File: config.mk
export PLATFORM = sky130hd
export DESIGN_NAME = mini_core_rrv_rf
export DESIGN_NICKNAME = d
export VERILOG_FILES = /design/src/logic/mini_core_rrv_rf.sv
export SDC_FILE = /design/constraint.sdc
export NUM_CORES = 2
export LEC_CHECK = 0
export BUFFER_PORTS_ARGS = -buffer_cell sky130_fd_sc_hd__buf_2
export CORE_UTILIZATION = 40
export CTS_BUF_LIST = sky130_fd_sc_hd__clkbuf_8
export DETAILED_ROUTE_END_ITERATION = 12
export MAX_ROUTING_LAYER = met4
export SYNTH_ARGS = -nofsm -noshare
export SYNTH_HDL_FRONTEND = slang
export SYNTH_SLANG_ARGS = --single-unit
File: constraint.sdc
create_clock -name Clock -period 3.64 [get_ports Clock]
set_clock_uncertainty 0.2 [all_clocks]
set_input_delay 0.728 -clock Clock [delete_from_list [all_inputs] [get_ports Clock]]
set_output_delay 0.728 -clock Clock [all_outputs]
set_load 0.01 [all_outputs]
File: src/logic/mini_core_rrv_rf.sv
`timescale 1ns/1ps

module mini_core_rrv_rf (
    input  logic        Clock,
    input  logic        rstN,
    input  logic [4:0]  RegSrc1Q101H,
    input  logic [4:0]  RegSrc2Q101H,
    input  logic [4:0]  RegDstQ102H,
    input  logic        RegWrEnQ102H,
    input  logic [31:0] WbDataQ102H,
    output logic [31:0] RegData1Q101H,
    output logic [31:0] RegData2Q101H
);
    logic [31:0] Regs [1:31]; // x0 has no storage

    always_ff @(posedge Clock or negedge rstN) begin
        if (!rstN) begin
            for (int i = 1; i < 32; i++) begin
                Regs[i] <= '0;
            end
        end else if (RegWrEnQ102H && (RegDstQ102H != 5'd0)) begin
            Regs[RegDstQ102H] <= WbDataQ102H;
        end
    end

    assign RegData1Q101H = (RegSrc1Q101H == 5'd0) ? '0 : Regs[RegSrc1Q101H];
    assign RegData2Q101H = (RegSrc2Q101H == 5'd0) ? '0 : Regs[RegSrc2Q101H];

endmodule

## Word-level counts from Yosys, hierarchy flattened

Cells that the tools add are included.

| operators by class | value |
|---|---|
| order comparisons | 4 |
| muxes and demuxes | 11 |
| bitwise logic cells | 3 |
| reductions and logical operators | 5 |

Operator list:

| kind | number |
|---|---|
| $bwmux W992 | 1 |
| $bmux W32 S5 | 2 |
| $mux W32 | 7 |
| $demux W32 S5 | 1 |
| $ge A6 B6 Y1 const B | 3 |
| $not A5 Y6 | 3 |
| $logic_not A5 Y1 | 2 |
| $lt A6 B1 Y1 const B | 1 |
| $reduce_bool A5 Y1 | 1 |
| $logic_and A1 B1 Y1 | 2 |

| storage, ports and cells | value |
|---|---|
| bits in registers | 992 |
| input port bits | 50 |
| output and inout bits | 64 |
| word-level logic and storage cells | 54 |

## Longest topological paths before layout

| depth | value |
|---|---|
| depth after elaboration | 6 |
| depth in mapped cells | 8 |
| gate-level depth less buffers | 4 |

## Worst setup path before layout

No wires, ideal clock.

| timing path | value |
|---|---|
| path kind | input -> output |
| start point | input RegSrc1Q101H[0] |
| end point | output RegData1Q101H[0] |
| arrival time | 2.209 ns |
| data required time | 2.712 ns |
| path slack | 0.503 ns |
| stages on the path | 7 |
| buffers on the path | 3 |
| cells stage by stage | buf_6 buf_4 buf_2 mux2_2 a221o_1 o211ai_1 o211ai_1 |

| on the way | value |
|---|---|
| longest elaborated chain between the ends | 5 |
| elaborated cells between the ends (all ways) | 6 |
| classes of those cells | 4 x mux; 1 x bitwise; 1 x reduce/logical |

Ends and longest elaborated chain:

| element | RTL line | RTL |
|---|---|---|
| start: declaration | 6 | `input logic [4:0] RegSrc1Q101H,` |
| $not A5 Y6 (not written as such) | 26 | `assign RegData1Q101H = (RegSrc1Q101H == 5'd0) ? '0 : Regs[RegSrc1Q101H];` |
| $bmux W32 S5 | 26 |  |
| $mux W32 (not written as such) (2 in series) | 26 |  |
| $mux W32 (*) | 26 |  |
| end: declaration | 11 | `output logic [31:0] RegData1Q101H,` |

Every way passes the cells marked *; elsewhere a longest branch is shown, timed or not. The select of a mux whose other input is x is not followed.

## Worst setup path in the final report

| timing path | value |
|---|---|
| start point | register Regs[128] in the netlist's numbering |
| end point | output RegData1Q101H[0] |

| on the way | value |
|---|---|
| longest elaborated chain between the ends | 4 |

Ends and longest elaborated chain:

| element | RTL line | RTL |
|---|---|---|
| start: declaration | 14 | `logic [31:0] Regs [1:31];` |
| start signal: indexed assignment | 22 | `Regs[RegDstQ102H] <= WbDataQ102H;` |
| $bmux W32 S5 | 26 |  |
| $mux W32 (not written as such) (2 in series) | 26 |  |
| $mux W32 | 26 |  |

No other way between the ends. The select of a mux whose other input is x is not followed.

==> impl_metrics.toml <==
[run_status]
status = "finished clean"

[sta]
period_needed_ns = 3.597
fin_setup_tns_ns = 0
setup_violations = 0
relSlewSlack = 0.3404
setup_slack_ns = 0.04346
rsz0062_at_grt = "yes"
drv_slew = 0
whs_ns = 0.1527
min_period_over_period = 0.9881
finalHoldViolations = 0
fmax_mhz = 278.0
worst_pin_slew_ns = 0.9893

[power]
switchingPower_mw = 9.418
ir_drop_mv = 0.4297
p_int_mw = 23.32
seqPwrFrac = 0.452
p_sw_frac = 0.2877
power_frac_clock = 0.335
p_comb_frac = 0.213
finalPower_mw = 32.74
powerDensity_mw_per_mm2 = 530.9
p_leak_nw = 27.29

[run]
max-cap-violations = 0

[routing]
vias = 35030
postRouteAntennaNets = 0
drt_pass1_iterations = 5
avgRoutedWirePerCell_um = 30.95
totalWireLength_mm = 175.8
routed_via_density = 6.165
drt_iter0_drc = 3202
drc = 0

[finish]
largest_reg_flops = 992
fin_util = 0.4667
top_register = "Regs"
seq_area_mm2 = 0.02482
multi_input_area_mm2 = 0.02703
area_growth_syn_to_layout_pct = 15.28
biggestRegsByFlops = "Regs: 992 flops"
final.fill_count = 11690
stdcell_count = 5682
nNetsFinal = 3826
drive_above_1_share = 0.5457
stdcell_area_mm2 = 0.06167

[setup_path]
crit_chain = "mux4_2 -> mux2i_1 -> o22a_1 -> o211ai_1 -> buf_2"
worstSetupStartpoint = "Regs[128]$_DFFE_PN0P_"
r2r-start = "Regs[465]$_DFFE_PN0P_"
setup.worst_path.class = "flop to primary output"
slowest_stage = "mux4_2"
cp_max_fo = 3
required_ns = 2.71
slowest_delay_ns = 0.49
cp_data_arrival_time_ns = 2.67
end_kind = "primary output"
start_kind = "flop"

[floorplanning]
core_mm2 = 0.1321
die_w_um = 367.7
initial_core_util = 0.4048
ios = 114
die_h_um = 367.7
die_area_mm2 = 0.1352
rows = 133

[clock_tree]
cts_buffer_depth = 3
path_clk_slew_ns = 0.06
cts_root_buf = "clkbuf_8"
htree_levels = 4
cts_tree = "done"
cts_buffers = 175
clock_latency_ns = 0.90
cts.sinks = 992

[place]
pre_cts_ws_ns = 0.01209
placed_cells = 5352
gp_congestion = 0.8233
dpl.hpwl_mm = 104.9
placed_cell_area_mm2 = 0.05783
io_buffers = 113

[global_route]
track_usage = 0.2690
antenna_found_initial = 13
grt_pass1_wl_mm = 258.0
first_global_vias = 35940
grt_max_degree = 92
grt_overflow_total = 0

[synthesis]
syn_area_mm2 = 0.05349
synth_top_area_cell = "dfrtp_1"
yosys.cell_count.top_type = "mux2_2"
synth-edff-count = 0
ys_ff_latch = 992
synthDistinctLibCells = 46
syn_nets = 3662
synth_top_cells_by_count = "mux2_2, dfrtp_1, mux4_2, mux2i_1, buf_2"
seq_area_frac_synth = 0.4641
synthArstFlopShare = 1.000
synth_top_area_frac = 0.4641
synth_area_per_cell_um2 = 14.81
syn_inst = 3612
yosys_warnings = 0
synth_area_leaders = "dfrtp_1, mux2_2, mux4_2"
synth-main-ff-cell = "dfrtp_1"

[hold_path]
hold_class = "input pin to asynchronous set/reset pin"
[cell families (layout without fill, tap and decap cells)]
kind of cell / count (synthesis) / after routing / synth area share
AOI/OAI and AO/OA: 303 / 303 / 0.04510
buffers and inverters: 401 / 709 / 0.03658
DFF: 992 / 992 / 0.4641
muxes: 1713 / 1713 / 0.4337
other: 0 / 7 / 0
and+or+nand+nor: 203 / 203 / 0.02051
[routing by layer]
metal	GRT usage	wire, um
met5	-	0
met4	0.08466	5180
met3	0.04552	10420
met2	0.4138	83580
met1	0.3637	76650
[placed cells by master, fill, tap and decap left out, drive strengths merged, types with 34 or more instances in the layout]
master,Yosys,layout
buf,230,378
nor2,34,34
clkbuf,162,227
mux4,377,377
nor2b,44,44
dfrtp,992,992
inv,8,69
a22oi,102,102
a221oi,43,43
mux2i,267,267
mux2,1069,1069
[worst max-delay path: cells and delay by family (launching register included)]
| kind | cells | cell delay, ns |
|---|---|---|
| buffers and inverters | 1 | 0.26 |
| muxes | 2 | 0.64 |
| DFF | 1 | 0.40 |
| AOI/OAI and AO/OA | 2 | 0.48 |
[area by class of cell]
cell class / count / area share
Inverter: 9 / 0.0005478
Clock inverter: 94 / 0.009516
Sequential cell: 992 / 0.4025
Clock buffer: 227 / 0.05066
Tap cell: 1755 / 0.03561
Timing Repair Buffer: 379 / 0.06253
Multi-Input combinational cell: 2219 / 0.4383
Antenna cell: 7 / 0.0002841
[what timing repair did]
item,4_1_cts,5_1_grt
endpoints found under the setup margin,6,7
gates resized for setup,7,13
pin swaps,2,4
hold buffers,1,0
endpoints found under the hold margin,298,0
setup buffers,0,2
[power by group through the flow]
stage	registers [mW]	clock network, mW	logic (mW)
after floorplan	14.4	0	5.21
final	14.8	11.0	6.97
after global routing	15.1	11.7	7.45
after detailed placement	15.0	0	6.94
after global placement	14.9	0	6.80
after CTS	14.8	11.2	6.97
[worst paths after layout]
kind / to / slack (ns) / cells past startpoint
max in group asynchronous: Regs[780]$_DFFE_PN0P_ / 2.06 / 4
min: Regs[703]$_DFFE_PN0P_ / 0.15 / 2
min in group Clock: Regs[471]$_DFFE_PN0P_ / 0.25 / 2
min reg2reg: Regs[773]$_DFFE_PN0P_ / 0.31 / 1
max reg2reg: Regs[465]$_DFFE_PN0P_ / 2.53 / 2
max: RegData1Q101H[0] / 0.04 / 5
No activity file was read; power rests on OpenSTA's default activity.
