### src/logic/mini_core_rrv_pkg.sv
package mini_core_rrv_pkg;

    // RV32I major opcodes in bits [6:0]
    typedef enum logic [6:0] {
        R_OP   = 7'b0110011,
        I_OP   = 7'b0010011,
        LOAD   = 7'b0000011,
        STORE  = 7'b0100011,
        BRANCH = 7'b1100011,
        JAL    = 7'b1101111,
        JALR   = 7'b1100111,
        LUI    = 7'b0110111,
        AUIPC  = 7'b0010111
    } t_opcode;

    typedef enum logic [3:0] {
        ADD,
        SUB,
        SLL,
        SLT,
        SLTU,
        XOR,
        SRL,
        SRA,
        OR,
        AND
    } t_alu_op;

    typedef enum logic [2:0] {
        I_TYPE,
        S_TYPE,
        B_TYPE,
        U_TYPE,
        J_TYPE
    } t_immediate;

    typedef enum logic [1:0] {
        WB_ALU,
        WB_DMEM,
        WB_PC4
    } t_sel_wr_back;

    localparam logic [31:0] NOP = 32'h0000_0013; // ADDI x0,x0,0

endpackage

### src/logic/mini_core_rrv_ctrl.sv
`timescale 1ns/1ps

module mini_core_rrv_ctrl (
    input  logic                              Clock,
    input  logic                              rstN,
    input  logic [31:0]                       InstructionQ101H,
    input  logic                              BranchCondMetQ101H,
    output logic [4:0]                        RegSrc1Q101H,
    output logic [4:0]                        RegSrc2Q101H,
    output mini_core_rrv_pkg::t_alu_op        AluOpQ101H,
    output logic [31:0]                       ImmediateQ101H,
    output logic                              ImmInstrQ101H,
    output logic                              SelAluPcQ101H,
    output logic                              LuiQ101H,
    output logic                              BranchQ101H,
    output logic                              JalrQ101H,
    output logic                              DMemWrEnQ101H,
    output logic                              DMemRdEnQ101H,
    output logic [3:0]                        DMemByteEnQ101H,
    output logic                              SignExtQ101H,
    output logic                              JumpTakenQ101H,
    output logic [4:0]                        RegDstQ102H,
    output logic                              RegWrEnQ102H,
    output mini_core_rrv_pkg::t_sel_wr_back   SelWrBackQ102H,
    output logic [3:0]                        ByteEnQ102H,
    output logic                              SignExtQ102H,
    output logic                              WbValidQ102H
);
    import mini_core_rrv_pkg::*;

    logic [31:0]  DecInstrQ101H;
    logic         SquashQ101H;
    t_opcode      OpcodeQ101H;
    logic [2:0]   Funct3Q101H;
    logic         AltQ101H;
    logic         JalQ101H;
    logic         MemQ101H;
    logic         RegWrEnQ101H;
    t_sel_wr_back SelWrBackQ101H;
    t_immediate   ImmTypeQ101H;

    // Slot behind a taken transfer becomes a bubble
    assign DecInstrQ101H = SquashQ101H ? NOP : InstructionQ101H;

    assign OpcodeQ101H  = t_opcode'(DecInstrQ101H[6:0]);
    assign Funct3Q101H  = DecInstrQ101H[14:12];
    assign AltQ101H     = DecInstrQ101H[30]; // SUB and SRA select
    assign RegSrc1Q101H = DecInstrQ101H[19:15];
    assign RegSrc2Q101H = DecInstrQ101H[24:20];

    assign JalQ101H      = (OpcodeQ101H == JAL);
    assign JalrQ101H     = (OpcodeQ101H == JALR);
    assign BranchQ101H   = (OpcodeQ101H == BRANCH);
    assign LuiQ101H      = (OpcodeQ101H == LUI);
    assign DMemWrEnQ101H = (OpcodeQ101H == STORE);
    assign DMemRdEnQ101H = (OpcodeQ101H == LOAD);
    assign MemQ101H      = DMemWrEnQ101H || DMemRdEnQ101H;
    assign ImmInstrQ101H = (OpcodeQ101H != R_OP);
    assign SelAluPcQ101H = JalQ101H || BranchQ101H || (OpcodeQ101H == AUIPC);
    assign SignExtQ101H  = DMemRdEnQ101H && !Funct3Q101H[2]; // LB and LH

    assign RegWrEnQ101H = (OpcodeQ101H == R_OP) || (OpcodeQ101H == I_OP) || DMemRdEnQ101H ||
                          JalQ101H || JalrQ101H || LuiQ101H || (OpcodeQ101H == AUIPC);
    assign SelWrBackQ101H = (JalQ101H || JalrQ101H) ? WB_PC4 :
                            DMemRdEnQ101H           ? WB_DMEM : WB_ALU;

    assign DMemByteEnQ101H = !MemQ101H                    ? 4'b0000 :
                             (Funct3Q101H[1:0] == 2'b00) ? 4'b0001 :
                             (Funct3Q101H[1:0] == 2'b01) ? 4'b0011 : 4'b1111;

    assign JumpTakenQ101H = (BranchQ101H && BranchCondMetQ101H) || JalQ101H || JalrQ101H;

    always_comb begin
        AluOpQ101H = ADD; // Address and target math
        if ((OpcodeQ101H == R_OP) || (OpcodeQ101H == I_OP)) begin
            case (Funct3Q101H)
                3'b000:  AluOpQ101H = ((OpcodeQ101H == R_OP) && AltQ101H) ? SUB : ADD;
                3'b001:  AluOpQ101H = SLL;
                3'b010:  AluOpQ101H = SLT;
                3'b011:  AluOpQ101H = SLTU;
                3'b100:  AluOpQ101H = XOR;
                3'b101:  AluOpQ101H = AltQ101H ? SRA : SRL;
                3'b110:  AluOpQ101H = OR;
                default: AluOpQ101H = AND;
            endcase
        end
    end

    always_comb begin
        case (OpcodeQ101H)
            STORE:      ImmTypeQ101H = S_TYPE;
            BRANCH:     ImmTypeQ101H = B_TYPE;
            LUI, AUIPC: ImmTypeQ101H = U_TYPE;
            JAL:        ImmTypeQ101H = J_TYPE;
            default:    ImmTypeQ101H = I_TYPE;
        endcase
    end

    always_comb begin
        case (ImmTypeQ101H)
            S_TYPE:  ImmediateQ101H = {{20{DecInstrQ101H[31]}}, DecInstrQ101H[31:25],
                                       DecInstrQ101H[11:7]};
            B_TYPE:  ImmediateQ101H = {{20{DecInstrQ101H[31]}}, DecInstrQ101H[7],
                                       DecInstrQ101H[30:25], DecInstrQ101H[11:8], 1'b0};
            U_TYPE:  ImmediateQ101H = {DecInstrQ101H[31:12], 12'b0};
            J_TYPE:  ImmediateQ101H = {{12{DecInstrQ101H[31]}}, DecInstrQ101H[19:12],
                                       DecInstrQ101H[20], DecInstrQ101H[30:21], 1'b0};
            default: ImmediateQ101H = {{20{DecInstrQ101H[31]}}, DecInstrQ101H[31:20]};
        endcase
    end

    always_ff @(posedge Clock or negedge rstN) begin
        if (!rstN) begin
            SquashQ101H  <= 1'b0;
            RegWrEnQ102H <= 1'b0;
        end else begin
            SquashQ101H  <= JumpTakenQ101H;
            RegWrEnQ102H <= RegWrEnQ101H;
        end
    end

    always_ff @(posedge Clock) begin
        RegDstQ102H    <= DecInstrQ101H[11:7];
        SelWrBackQ102H <= SelWrBackQ101H;
        ByteEnQ102H    <= DMemByteEnQ101H;
        SignExtQ102H   <= SignExtQ101H;
    end

    assign WbValidQ102H = RegWrEnQ102H && (RegDstQ102H != 5'd0);

endmodule

### config.mk
export PLATFORM = sky130hd
export DESIGN_NAME = mini_core_rrv_ctrl
export DESIGN_NICKNAME = d
export VERILOG_FILES = /design/src/logic/mini_core_rrv_pkg.sv /design/src/logic/mini_core_rrv_ctrl.sv
export SDC_FILE = /design/constraint.sdc
export NUM_CORES = 1
export LEC_CHECK = 0
export BUFFER_PORTS_ARGS = -buffer_cell sky130_fd_sc_hd__buf_4
export CAP_MARGIN = 20
export CORE_MARGIN = 5
export CORE_UTILIZATION = 38
export CTS_CLUSTER_DIAMETER = 60
export DETAILED_ROUTE_END_ITERATION = 16
export PLACE_DENSITY = 0.88
export SKIP_LAST_GASP = 1
export SYNTH_ARGS = -nofsm -noshare
export SYNTH_HDL_FRONTEND = slang
export SYNTH_SLANG_ARGS = --single-unit
### constraint.sdc
create_clock -name Clock -period 2.2 [get_ports Clock]
set_input_delay 0.66 -clock Clock [delete_from_list [all_inputs] [get_ports Clock]]
set_output_delay 0.66 -clock Clock [all_outputs]
set_load 0.1 [all_outputs]
==> results of run 1 <==
==> per-stage QoR <==
step,instance area [sq um],hold WS (ns)
floorplan,1680,0.364
global placement,2630,0.445
detailed placement,2630,0.446
==> synthesized netlist by cell type (all sizes together) (3+ instances only) <==
| cell | n | area (sq um) |
|---|---|---|
| mux2 | 7 | 78.8 |
| nand2 | 10 | 37.5 |
| dfxtp | 11 | 220 |
| inv | 10 | 37.5 |
| nor2 | 19 | 71.3 |
| nand2b | 16 | 103 |
| nor3 | 3 | 26.3 |
| o32ai | 4 | 35.0 |
| o21ai | 16 | 91.3 |
| buf | 22 | 158 |
| and2 | 3 | 22.5 |
| nor2b | 9 | 56.3 |
==> cells by family after synthesis <==
group,count (synthesis),synth area share [%]
flops,13,22.2
mux,7,6.49
buf+inv,34,16.7
simple gates,74,37.7
compound gates,30,16.9
==> impl_metrics.csv, run 1 <==
group,metric,value,unit
clocking,numCtsBuffers,3,
synth,ys_ff_latch,13,
floorplanning,io_pins,108,
run_status,status,"stopped before the end",
clocking,post_cts_buffers,8,
clocking,ctsHtreeMaxLevel,1,
floorplanning,die_width,66.5,um
synth,syn_inst,158,
place,dp_cells,318,
synth,syn_avg_cell_area,7.69,sq um
run_status,lastStage,"clock tree synthesis",
place,pre_cts_slack,-0.488,ns
synth,async_flop_share,15.4,%
clocking,cts_buffer_depth,2,
synth,yosysSeqAreaShare,22.2,%
clocking,clkSinkCount,13,
floorplanning,row_count,20,
run_status,error,"[ERROR DPL-0038] Utilization greater than 100%, impossible to legalize",
clocking,cts_resized,196,
synth,syn_area,1210,sq um
place,gp_congestion,0.960,
clocking,ctsHoldBuffers,0,
place,io_buffer_count,107,
synth,syn-num-nets,193,
clocking,cts_root_buf,"clkbuf_4",
floorplanning,start_util,39.8,%
synth,yosysWarnings,0,
synth,synthFlopType,"dfxtp_1",
floorplanning,dieHeight,66.5,um
synth,yosys.cell_types.count,41,
synth,synth_edf_count,0,
place,dp_hpwl,4140,um
==> run 2, diff against run 1 <==
- CORE_AREA: default -> 5 5 66 68
- CORE_MARGIN: 5 -> default
- CORE_UTILIZATION: 38 -> default
- CTS_CLUSTER_DIAMETER: 60 -> default
- DIE_AREA: default -> 0 0 71 73
- PLACE_DENSITY: 0.88 -> default
- PLACE_DENSITY_LB_ADDON: default -> 0.15
==> impl_metrics.csv, run 2 <==
group,metric,value,unit
run_status,status,"finished, violations left",
run_status,failed_checks,"negative setup slack",
place,gp_congestion,0.855,
floorplanning,die_width,71,um
synth,synth_top_cell_by_area,"dfxtp_1",
floorplanning,io_pins,108,
layout,final_cell_mix,"buf_4, buf_12, buf_6",
clocking,clk_transition_reported_paths,0.06,ns
clocking,clkSinkCount,13,
synth,synth.most_common_cell,"nor2_1",
route,wl_met2,5040,um
synth,syn_inst,158,
job,cap_violations,0,
route,drt-wirelength-per-cell,27.1,um
place,dp_hpwl,3880,um
synth,syn_area,1210,sq um
setup_path,r2r_slack,0.43,ns
grt,track_usage,26.3,%
clocking,cts_root_buf,"clkbuf_8",
layout,nets,328,
route,routed_via_density,5.46,
synth,yosysWarnings,0,
layout,antennaDiodeCount,0,
grt,grt_max_degree,23,
pwr,swShare,51.4,%
layout,reg_top3,"RegDstQ102H (5), ByteEnQ102H (3), SelWrBackQ102H (2)",
floorplanning,dieArea,5180,sq um
synth,syn-num-nets,193,
sta,setup_ws,-0.496,ns
synth,yosysSeqAreaShare,22.2,%
setup_path,max_stage_delay,0.42,ns
sta,layout_min_cycle_time,2.70,ns
synth,synthFlopType,"dfxtp_1",
setup_path,reg2reg_to,"RegWrEnQ102H",
clocking,cts_buffer_depth,2,
setup_path,cp.depth,6,
grt,grt_pass1_vias,1895,
setup_path,slowest_stage,"or3b_4",
route,dr.max_layer_used,"met4",
pwr,pwr-share-clk,15.6,%
setup_path,critPathMaxFanout,6,
route,met1_length,3240,um
sta,worstMarginPinSlew,0.331,ns
sta,slew_headroom,77.7,%
pwr,p_sw,0.000762,W
synth,yosysTopAreaCellShare,18.1,%
floorplanning,core,3800,sq um
synth,async_flop_share,15.4,%
floorplanning,dieHeight,73,um
sta,post-route-period-util,123,%
layout,drive_above_1_share,80.1,%
clocking,ctsHtreeMaxLevel,1,
route,detail-route-antenna-nets,0,
route,dr_wl_met3,628,um
sta,max_freq,371,MHz
setup_path,required,1.54,ns
sta,rsz0062_at_grt,"true",
layout,largest_register_ffs,5,
setup_path,reg2reg_from,"SquashQ101H",
clocking,numCtsBuffers,3,
pwr,power_frac_seq,16.9,%
sta,fin_skew,0.00195,ns
synth,syn_avg_cell_area,7.69,sq um
setup_path,crit_type,"in -> out",
pwr,p_total,0.00148,W
synth,netlist_top_cells_area,"dfxtp_1, buf_4, nand2b_1, mux2_2, nor2_1",
layout,syn2layout_area_growth,202,%
layout,mostFrequentLayoutCell,"buf_4",
setup_path,critPathLaunchType,"primary input",
pwr,internal-power,0.000720,W
sta,slew_viol_final,0,
route,via_count,1868,
floorplanning,row_count,23,
layout,regMostFlops,"RegDstQ102H",
synth,yosys.cell_types.count,41,
setup_path,crit_chain,"buf_8 -> or3b_4 -> nor3_4 -> buf_4 -> nand3b_1 -> buf_6",
sta,whs,0.176,ns
grt,grt.overflow.total,0,
layout,finalCoreUtilization,96.5,%
clocking,cts_tree,"yes",
sta,tns,-18.53,ns
place,io_buffer_count,107,
setup_path,endpoint_kind,"output pin",
synth,synth_edf_count,0,
grt,grt_antenna_before_repair,0,
pwr,vdd_ir_drop_max,0.000271,V
setup_path,crit_buf_inv,3,
synth,ys_ff_latch,13,
sta,setup_violations,52,
min_path,hp-class,"in -> async",
floorplanning,start_util,32.0,%
route,drc,0,
setup_path,reg2reg_depth,6,
route,dr.pass1.iters,4,
pwr,p_per_area,404,nW/um^2
clocking,clk_latency,0.26,ns
synth,synth_commonest_cells,"nor2_1, nand2b_1, buf_4, o21ai_0, dfxtp_1",
sta,hold_violations,0,
setup_path,crit_arrival,2.04,ns
pwr,power_leakage,1.65,nW
grt,grt_pass1_wl,10500,um
route,drt_iter0_markers,88,
setup_path,cp_top_family,"simple AND/OR/NAND/NOR gates",
route,routed_wl,9280,um
pwr,combPwrFrac,67.5,%
-- run 2: how the worst max path moves through the flow --
stage | start | endpoint | slack [ns]
CTS | InstructionQ101H[3] | AluOpQ101H[0] | -0.37
detailed placement | InstructionQ101H[3] | AluOpQ101H[0] | -0.47
floorplan | InstructionQ101H[5] | ImmediateQ101H[11] | -0.72
global route | InstructionQ101H[3] | ImmInstrQ101H | -0.50
global placement | InstructionQ101H[3] | AluOpQ101H[0] | -0.46
finish | InstructionQ101H[3] | ImmInstrQ101H | -0.50
-- run 2: stage by stage --
stage               std cells  worst slack (ns)  cell area (sq um)
floorplan                 158            -0.723               1680
global placement          320            -0.462               2600
detailed placement        320            -0.469               2600
CTS                       333            -0.374               3470
global route              342            -0.504               3670
finish                    342            -0.496               3670
-- run 2: kinds of logic (layout without fill, tap and decap cells) --
kind of cell | Yosys count | count (layout) | share of synthesized area, %
simple gates | 74 | 74 | 37.7
flops | 13 | 13 | 22.2
mux | 7 | 7 | 6.49
compound gates | 30 | 30 | 16.9
buf+inv | 34 | 168 | 16.7
-- run 2: layout make-up --
class | count | area [sq um]
repair buffers | 154 | 1990
multi-input cells | 111 | 1250
flip-flops and latches | 13 | 277
fillers | 57 | 131
well taps | 50 | 62.6
inverters | 10 | 40.0
clock buffers | 4 | 45.0
-- run 2: what timing repair did --
action | 4_1_cts | 5_1_grt
resized for setup | 183 | 27
endpoints found under the hold margin | 0 | 0
gates cloned | 1 | 0
hold buffers | 0 | 0
setup buffers | 8 | 10
pin swaps | 17 | 9
endpoints found under the setup margin | 54 | 55
-- run 2: power by group through the flow --
stage	combinational (W)	sequential, W	clock [W]
after floorplan	0.000559	0.000303	0
after global placement	0.000773	0.000253	0
after detailed placement	0.000778	0.000253	0
after CTS	0.000935	0.000249	0.000205
after global routing	0.00102	0.000250	0.000241
final	0.00100	0.000250	0.000231
-- run 2: layer usage --
layer | GRT usage (%) | up-vias
met4 | 9.39 | 0
met5 | 0 | -
met1 | 28.4 | 920
li1 | - | 795
met2 | 51.6 | 117
met3 | 3.58 | 36
Note: power is estimated with default switching activity, not from simulation.
