==> config.mk <==
export PLATFORM = sky130hd
export DESIGN_NAME = mini_core_rrv_exe
export DESIGN_NICKNAME = d
export VERILOG_FILES = /design/src/logic/mini_core_rrv_pkg.sv /design/src/logic/mini_core_rrv_exe.sv
export SDC_FILE = /design/constraint.sdc
export NUM_CORES = 1
export LEC_CHECK = 0
export BUFFER_PORTS_ARGS = -buffer_cell sky130_fd_sc_hd__buf_2
export CORE_MARGIN = 5
export CORE_UTILIZATION = 45
export CTS_BUF_LIST = sky130_fd_sc_hd__clkbuf_4 sky130_fd_sc_hd__clkbuf_8
export CTS_CLUSTER_SIZE = 20
export DETAILED_ROUTE_END_ITERATION = 7
export GPL_TIMING_DRIVEN = 0
export PLACE_DENSITY_LB_ADDON = 0.1
export SYNTH_ARGS = -nofsm -noshare
export SYNTH_HDL_FRONTEND = slang
export SYNTH_SLANG_ARGS = --single-unit
==> constraint.sdc <==
create_clock -name Clock -period 5.6 [get_ports Clock]
set_input_delay 0.56 -clock Clock [delete_from_list [all_inputs] [get_ports Clock]]
set_output_delay 0.56 -clock Clock [all_outputs]
set_load 0.1 [all_outputs]
==> src/logic/mini_core_rrv_pkg.sv <==
package mini_core_rrv_pkg;

    // RV32I major opcodes in bits [6:0]
    typedef enum logic [6:0] {
        R_OP   = 7'b0110011,
        I_OP   = 7'b0010011,
        LOAD   = 7'b0000011,
        STORE  = 7'b0100011,
        BRANCH = 7'b1100011,
        JAL    = 7'b1101111,
        JALR   = 7'b1100111,
        LUI    = 7'b0110111,
        AUIPC  = 7'b0010111
    } t_opcode;

    typedef enum logic [3:0] {
        ADD,
        SUB,
        SLL,
        SLT,
        SLTU,
        XOR,
        SRL,
        SRA,
        OR,
        AND
    } t_alu_op;

    typedef enum logic [2:0] {
        I_TYPE,
        S_TYPE,
        B_TYPE,
        U_TYPE,
        J_TYPE
    } t_immediate;

    typedef enum logic [1:0] {
        WB_ALU,
        WB_DMEM,
        WB_PC4
    } t_sel_wr_back;

    localparam logic [31:0] NOP = 32'h0000_0013; // ADDI x0,x0,0

endpackage

==> src/logic/mini_core_rrv_exe.sv <==
`timescale 1ns/1ps

module mini_core_rrv_exe (
    input  logic                       Clock,
    input  logic                       rstN,
    input  logic [31:0]                RegData1Q101H,
    input  logic [31:0]                RegData2Q101H,
    input  logic [31:0]                PcQ101H,
    input  mini_core_rrv_pkg::t_alu_op AluOpQ101H,
    input  logic [31:0]                ImmediateQ101H,
    input  logic                       ImmInstrQ101H,
    input  logic                       SelAluPcQ101H,
    input  logic                       LuiQ101H,
    input  logic [4:0]                 RegSrc1Q101H,
    input  logic [4:0]                 RegSrc2Q101H,
    input  logic [4:0]                 RegDstQ102H,
    input  logic                       RegWrEnQ102H,
    input  logic [31:0]                WbDataQ102H,
    input  logic                       BranchQ101H,
    input  logic                       JalrQ101H,
    input  logic [2:0]                 Funct3Q101H,
    output logic [31:0]                AluTargetQ101H,
    output logic                       BranchCondMetQ101H,
    output logic [31:0]                AluOutQ101H,
    output logic [31:0]                StoreDataQ101H,
    output logic [31:0]                AluOutQ102H,
    output logic [31:0]                Pc4Q102H
);
    import mini_core_rrv_pkg::*;

    logic        FwdValidQ102H;
    logic [31:0] Rs1Q101H;
    logic [31:0] Rs2Q101H;
    logic [31:0] OpAQ101H;
    logic [31:0] OpBQ101H;
    logic        CondQ101H;

    // Q102 result bypass also covers load data
    assign FwdValidQ102H = RegWrEnQ102H && (RegDstQ102H != 5'd0);
    assign Rs1Q101H = (FwdValidQ102H && (RegDstQ102H == RegSrc1Q101H)) ? WbDataQ102H
                                                                         : RegData1Q101H;
    assign Rs2Q101H = (FwdValidQ102H && (RegDstQ102H == RegSrc2Q101H)) ? WbDataQ102H
                                                                         : RegData2Q101H;

    assign OpAQ101H = LuiQ101H      ? '0       :
                      SelAluPcQ101H ? PcQ101H : Rs1Q101H;
    assign OpBQ101H = ImmInstrQ101H ? ImmediateQ101H : Rs2Q101H;

    always_comb begin
        case (AluOpQ101H)
            SUB:     AluOutQ101H = OpAQ101H - OpBQ101H;
            SLL:     AluOutQ101H = OpAQ101H << OpBQ101H[4:0];
            SLT:     AluOutQ101H = {31'b0, $signed(OpAQ101H) < $signed(OpBQ101H)};
            SLTU:    AluOutQ101H = {31'b0, OpAQ101H < OpBQ101H};
            XOR:     AluOutQ101H = OpAQ101H ^ OpBQ101H;
            SRL:     AluOutQ101H = OpAQ101H >> OpBQ101H[4:0];
            SRA:     AluOutQ101H = $signed(OpAQ101H) >>> OpBQ101H[4:0];
            OR:      AluOutQ101H = OpAQ101H | OpBQ101H;
            AND:     AluOutQ101H = OpAQ101H & OpBQ101H;
            default: AluOutQ101H = OpAQ101H + OpBQ101H;
        endcase
    end

    always_comb begin
        case (Funct3Q101H)
            3'b000:  CondQ101H = (Rs1Q101H == Rs2Q101H);                 // BEQ
            3'b001:  CondQ101H = (Rs1Q101H != Rs2Q101H);                 // BNE
            3'b100:  CondQ101H = ($signed(Rs1Q101H) < $signed(Rs2Q101H)); // BLT
            3'b101:  CondQ101H = ($signed(Rs1Q101H) >= $signed(Rs2Q101H));
            3'b110:  CondQ101H = (Rs1Q101H < Rs2Q101H);                   // BLTU
            3'b111:  CondQ101H = (Rs1Q101H >= Rs2Q101H);
            default: CondQ101H = 1'b0;
        endcase
    end

    assign BranchCondMetQ101H = BranchQ101H && CondQ101H;
    // Adder output doubles as the target with bit 0 cleared for JALR
    assign AluTargetQ101H = {AluOutQ101H[31:1], AluOutQ101H[0] & !JalrQ101H};
    assign StoreDataQ101H = Rs2Q101H;

    always_ff @(posedge Clock or negedge rstN) begin
        if (!rstN) begin
            AluOutQ102H <= '0;
            Pc4Q102H    <= '0;
        end else begin
            AluOutQ102H <= AluOutQ101H;
            Pc4Q102H    <= PcQ101H + 32'd4; // Link value for JAL and JALR
        end
    end

endmodule

Yosys cells after proc, flatten, opt, wreduce, memory -nomap -nowiden
Index checks and enable logic that the tools add are counted.

Output and inout port bits: 161. Input bits: 190. Register bits: 64. Logic and storage cells: 50.

Order comparisons: 6. Shift-type cells: 3. Add/sub/neg operators: 3. Reductions and logical operators: 7. Bitwise gates (word level): 4. Equality and inequality tests: 18. Mux-type cells: 7.

Operator list (count): $pmux W32 S9 (1); $mux W32 (5); $lt A32 B32 Y1 (4); $ge A32 B32 Y1 (2); $add A32 B3 Y32 const B (1); $add A32 B32 Y32 (1); $and A32 B32 Y32 (1); $eq A32 B32 Y1 (1); $ne A32 B32 Y1 (1); $or A32 B32 Y32 (1); $shl A32 B5 Y32 (1); $shr A32 B5 Y32 (1); $sshr A32 B5 Y32 (1); $sub A32 B32 Y32 (1); $xor A32 B32 Y32 (1); $eq A4 B3 Y1 const B (4); $eq A3 B3 Y1 const B (4); $eq A5 B5 Y1 (2); $eq A4 B2 Y1 const B (2); $eq A4 B4 Y1 const B (2); $pmux W1 S6 (1); $reduce_bool A5 Y1 (1); $eq A4 B1 Y1 const B (1); $logic_and A1 B1 Y1 (4); other kinds (4) (4).

Depth between registers and ports, before layout
Depth after elaboration: 9. Gate-level depth with buffers: 23. Mapped depth without buffers: 19.

Worst setup path before layout
OpenSTA, ideal clock, no wires.

Path type: input port to output port. From: in RegDstQ102H[1]. To: out AluTargetQ101H[29]. Arrival: 7.696 ns. Slack: -2.656 ns. Stages on the path: 19. Cells stage by stage: or4_4 > o21a_1 > nand3_1 > buf_1 > mux2_2 > mux2_2 > ha_1 > buf_2 > nand4_1 > nor2_1 > a221oi_1 > a21boi_1 > a21oi_2 > a211oi_2 > o21ai_1 > o31ai_1 > o21ai_0 > nor3_1 > buf_4.

RTL lines: from (decl) (line mini_core_rrv_exe.sv:16) `input logic [4:0] RegDstQ102H,`; $reduce_bool A5 Y1 (line mini_core_rrv_exe.sv:39) `assign FwdValidQ102H = RegWrEnQ102H && (RegDstQ102H != 5'd0);`; $logic_and A1 B1 Y1 (line mini_core_rrv_exe.sv:39); $logic_and A1 B1 Y1 * (line mini_core_rrv_exe.sv:42) `assign Rs2Q101H = (FwdValidQ102H && (RegDstQ102H == RegSrc2Q101H)) ? WbDataQ102H`; $mux W32 * (line mini_core_rrv_exe.sv:42); net StoreDataQ101H[11] (line mini_core_rrv_exe.sv:25) `output logic [31:0] StoreDataQ101H,`; $mux W32 * (line mini_core_rrv_exe.sv:47) `assign OpBQ101H = ImmInstrQ101H ? ImmediateQ101H : Rs2Q101H;`; $add A32 B32 Y32 / $sub A32 B32 Y32 (equally long branches) (line mini_core_rrv_exe.sv:60, mini_core_rrv_exe.sv:51); $pmux W32 S9 * (line mini_core_rrv_exe.sv:50) `case (AluOpQ101H)`; to (decl) (line mini_core_rrv_exe.sv:22) `output logic [31:0] AluTargetQ101H,`.

The timed path passes the listed nets; every way through them passes the cells marked *.

Worst setup path after layout
From: in RegDstQ102H[4]. To: out AluOutQ101H[30].

Longest elaborated chain between the ends: 8.

RTL lines: $reduce_bool A5 Y1 (line mini_core_rrv_exe.sv:39); $logic_and A1 B1 Y1 (line mini_core_rrv_exe.sv:39); $logic_and A1 B1 Y1 (line mini_core_rrv_exe.sv:40) `assign Rs1Q101H = (FwdValidQ102H && (RegDstQ102H == RegSrc1Q101H)) ? WbDataQ102H`; $mux W32 (line mini_core_rrv_exe.sv:40); $mux W32 (line mini_core_rrv_exe.sv:46) `SelAluPcQ101H ? PcQ101H : Rs1Q101H;`; $mux W32 (line mini_core_rrv_exe.sv:45) `assign OpAQ101H = LuiQ101H ? '0 :`; $add A32 B32 Y32 (tied with other cells) (line mini_core_rrv_exe.sv:60) `default: AluOutQ101H = OpAQ101H + OpBQ101H;`; $pmux W32 S9 * (line mini_core_rrv_exe.sv:50); to (decl) (line mini_core_rrv_exe.sv:24) `output logic [31:0] AluOutQ101H,`.

Mark *: on every way between the ends. The rest lies on a longest branch, timed or not.

==> metrics.txt <==
Die Area 0.0352 mm²; final setup vio count 46; Buf+Inv Stages, Crit Path 10; Synth warnings 0; Reg power frac 9.7%; vias 20300; final core occ 68.5%; top cells by count, synth nand2_1, nor2_1, inv_1; Worst Path Required 5.04 ns; DR vias/cell 7.05; sequential area share after synthesis 11.3%; first-pass GRT wire length 125 mm; status complete, but fails checks; cells taking the most area after synthesis ha_1, dfrtp_1, mux2i_1, mux2_2, nand2_1; xor and xnor area share after synthesis 3.75%; number of global-route vias before repair 19000; die width 188 µm; clock network power share 9.1%; combinational family with the most area after synthesis compound AO/OA/AOI/OAI gates; crit-path leading delay family compound AO/OA/AOI/OAI gates; Startpoint Class primary input; Logic pwr share 81.2%; CP arrival 5.73 ns; layout cells sized above 1 40.2%; leakage power 0.0100 µW; Synth Area in Adders 11.7%; Cell Count, Final, Fillers Out 2884; final setup margin -0.685 ns; crit-path max FO 11; TritonCTS clock tree built; post-synthesis compound-gate area fraction 29.0%; Synth-to-Final Area Change 51.3%; DR top layer met5; DRT Pass-1 Iters 8; Avg Cell Area, Syn 7.23 µm²; proportion of synthesized area in mux cells 14.7%; CP cell instances buf_8 > or4_4 > o21ai_4 > o311ai_1 > and3_1 > buf_6 > buf_8 > buf_12 > clkbuf_16 > ha_1 > clkbuf_8 > a21oi_2 > o21ai_2 > a21oi_4 > o41a_1 > o31a_1 > o41ai_4 > buf_4 > buf_6 > o21ai_4 > a221oi_4 > o211ai_1 > buf_4 > buf_12; Slew Viols, Final 0; gr usage total 47.1%; period utilization 112%; hold slack final 0.272 ns; fmax 159 MHz; Site Rows 65; die height 188 µm; Worst Setup SP RegDstQ102H[4]; grt ovf 0; Main synth FF type dfrtp_1; largest area contributor in the netlist ha_1; Starting Density 45.3%; Max-Cap Viols 0; cells after synthesis 1965; DP Area 0.0173 mm²; clock tree buffer depth 2; Cell variety after synth 94; area share of and/or/nand/nor cells after synthesis 19.1%; Cell Count Post-Placement 2715; most frequent cell after synthesis nand2_1; Least-Margin Pin Slew 1.27 ns; drt total wl 92.5 mm; met3 routed WL 14.3 mm; # IOs 351; met2 wire length 37.6 mm; drt wl/cell 32.1 µm; DP Wirelength 66.6 mm; Clock Tree Root clkbuf_8; Final Hold Vio Count 0; Crit-path slowest cell or4_4; Final GP Congestion 1.09; Sw Share 60.2%; Relative slew margins 15.0%; Async SR Flop Fraction 100%; top cell type's share of synthesized area 11.4%; max incr delay on CP 0.59 ns; P_sw 3370 µW; Reg clk slew, reported paths 0.10 ns; synthesis-stage register bit count 64; Int Pwr 2230 µW; Remaining DRCs 6; fillers 2365; core box area 0.0314 mm²; H-tree level count 3; WS Path Type primary input to output pin; antenna violations before repair 6; crit end category output pin; setup repair after global routing missed its margin true; Metal-1 WL 31.4 mm; CTS Buf Count 9; min Tclk post-route 6.29 ns; initial drt markers 3558; worst min-delay path class primary input to async pin; port bufs 348; power per cell area 260 mW/mm²; final instance area 0.0215 mm²; failing checks DRC, setup timing; Final #Nets 2798; syn_nets 2287; Syn Std Cell Area 0.0142 mm²; # hold bufs at CTS 0; EDFF count, synth 0; worst vdd ir 253 µV; largest net degree at the start of global routing 65; Power, Total 5600 µW; CTS sink count 64; Routed Antenna Nets 0
[power by group through the flow]
stage / clock network (µW) / registers (µW) / logic (µW)
6_report: 512 / 541 / 4550
5_1_grt: 534 / 548 / 4610
4_1_cts: 511 / 538 / 4060
3_3_place_gp: 0 / 545 / 3500
3_5_place_dp: 0 / 548 / 3520
2_1_floorplan: 0 / 1030 / 2210
[kinds of logic after synthesis]
group,count (synthesis)
buffers and inverters,326
AO/OA/AOI/OAI,576
XOR/XNOR,60
multiplexers,200
AND/OR/NAND/NOR,607
adder cells (fa/ha/maj),132
flip-flops,64
[through the flow]
| step | TNS [ns] | setup slack, ns |
|---|---|---|
| after floorplan | -14.14 | -1.50 |
| after global placement | -63.28 | -1.58 |
| after detailed placement | -67.68 | -1.60 |
| after CTS | -8.68 | -0.581 |
| after global routing | -17.85 | -0.702 |
| final | -15.09 | -0.685 |
[how the worst max path moves through the flow]
stage	to	depth (start not counted)
floorplan	AluTargetQ101H[30]	17
global placement	AluTargetQ101H[31]	23
detailed placement	AluTargetQ101H[31]	23
CTS	AluTargetQ101H[26]	20
global route	AluOutQ101H[30]	24
finish	AluOutQ101H[30]	24
[metal layers]
layer	vias up	track usage, %
met2	2019	70.4
met1	9438	56.2
li1	8115	-
met3	761	18.3
met4	8	30.7
met5	-	1.24
[cell type report]
class                      count  area, µm²  share of cell area, %
buffer                       144       1240                   5.76
sequential                    64       1600                   7.45
inverter                     162        634                   2.95
timing repair buffer         520       3950                   18.4
clock buffer                  10        138                  0.640
tap                          402        503                   2.34
multi-input combinational   1575      13300                   62.1
antenna                        1       2.50                 0.0116
clock inverter                 6       92.6                  0.431
[registers in the layout (all words and copies together), names as in the netlist]
| register | cells |
|---|---|
| AluOutQ102H | 32 |
| Pc4Q102H | 32 |
[layout by cell type, fill, tap and decap left out, drive strengths merged, types with 16 or more instances in the layout]
| cell | Yosys | layout |
|---|---|---|
| buf | 88 | 597 |
| nand2 | 206 | 206 |
| nor2 | 201 | 201 |
| inv | 159 | 156 |
| a21oi | 143 | 143 |
| ha | 130 | 130 |
| mux2i | 129 | 129 |
| o21ai | 117 | 117 |
| clkbuf | 76 | 75 |
| mux2 | 71 | 71 |
| dfrtp | 64 | 64 |
| xnor2 | 55 | 55 |
| nand3 | 44 | 44 |
| nor3 | 39 | 39 |
| o311ai | 38 | 38 |
| o211ai | 36 | 36 |
| a21o | 29 | 29 |
| nand4 | 25 | 25 |
| a221oi | 23 | 23 |
| a211oi | 22 | 22 |
| o221ai | 18 | 18 |
| a31oi | 17 | 17 |
| or3 | 16 | 16 |
[timing repair]
action / in CTS / in global routing
buffers inserted: 115 / 78
gates resized for setup: 413 / 223
gates cloned: 2 / 0
endpoints found under the setup margin: 67 / 62
pin swaps: 100 / 131
(Power assumes the default switching activity.)
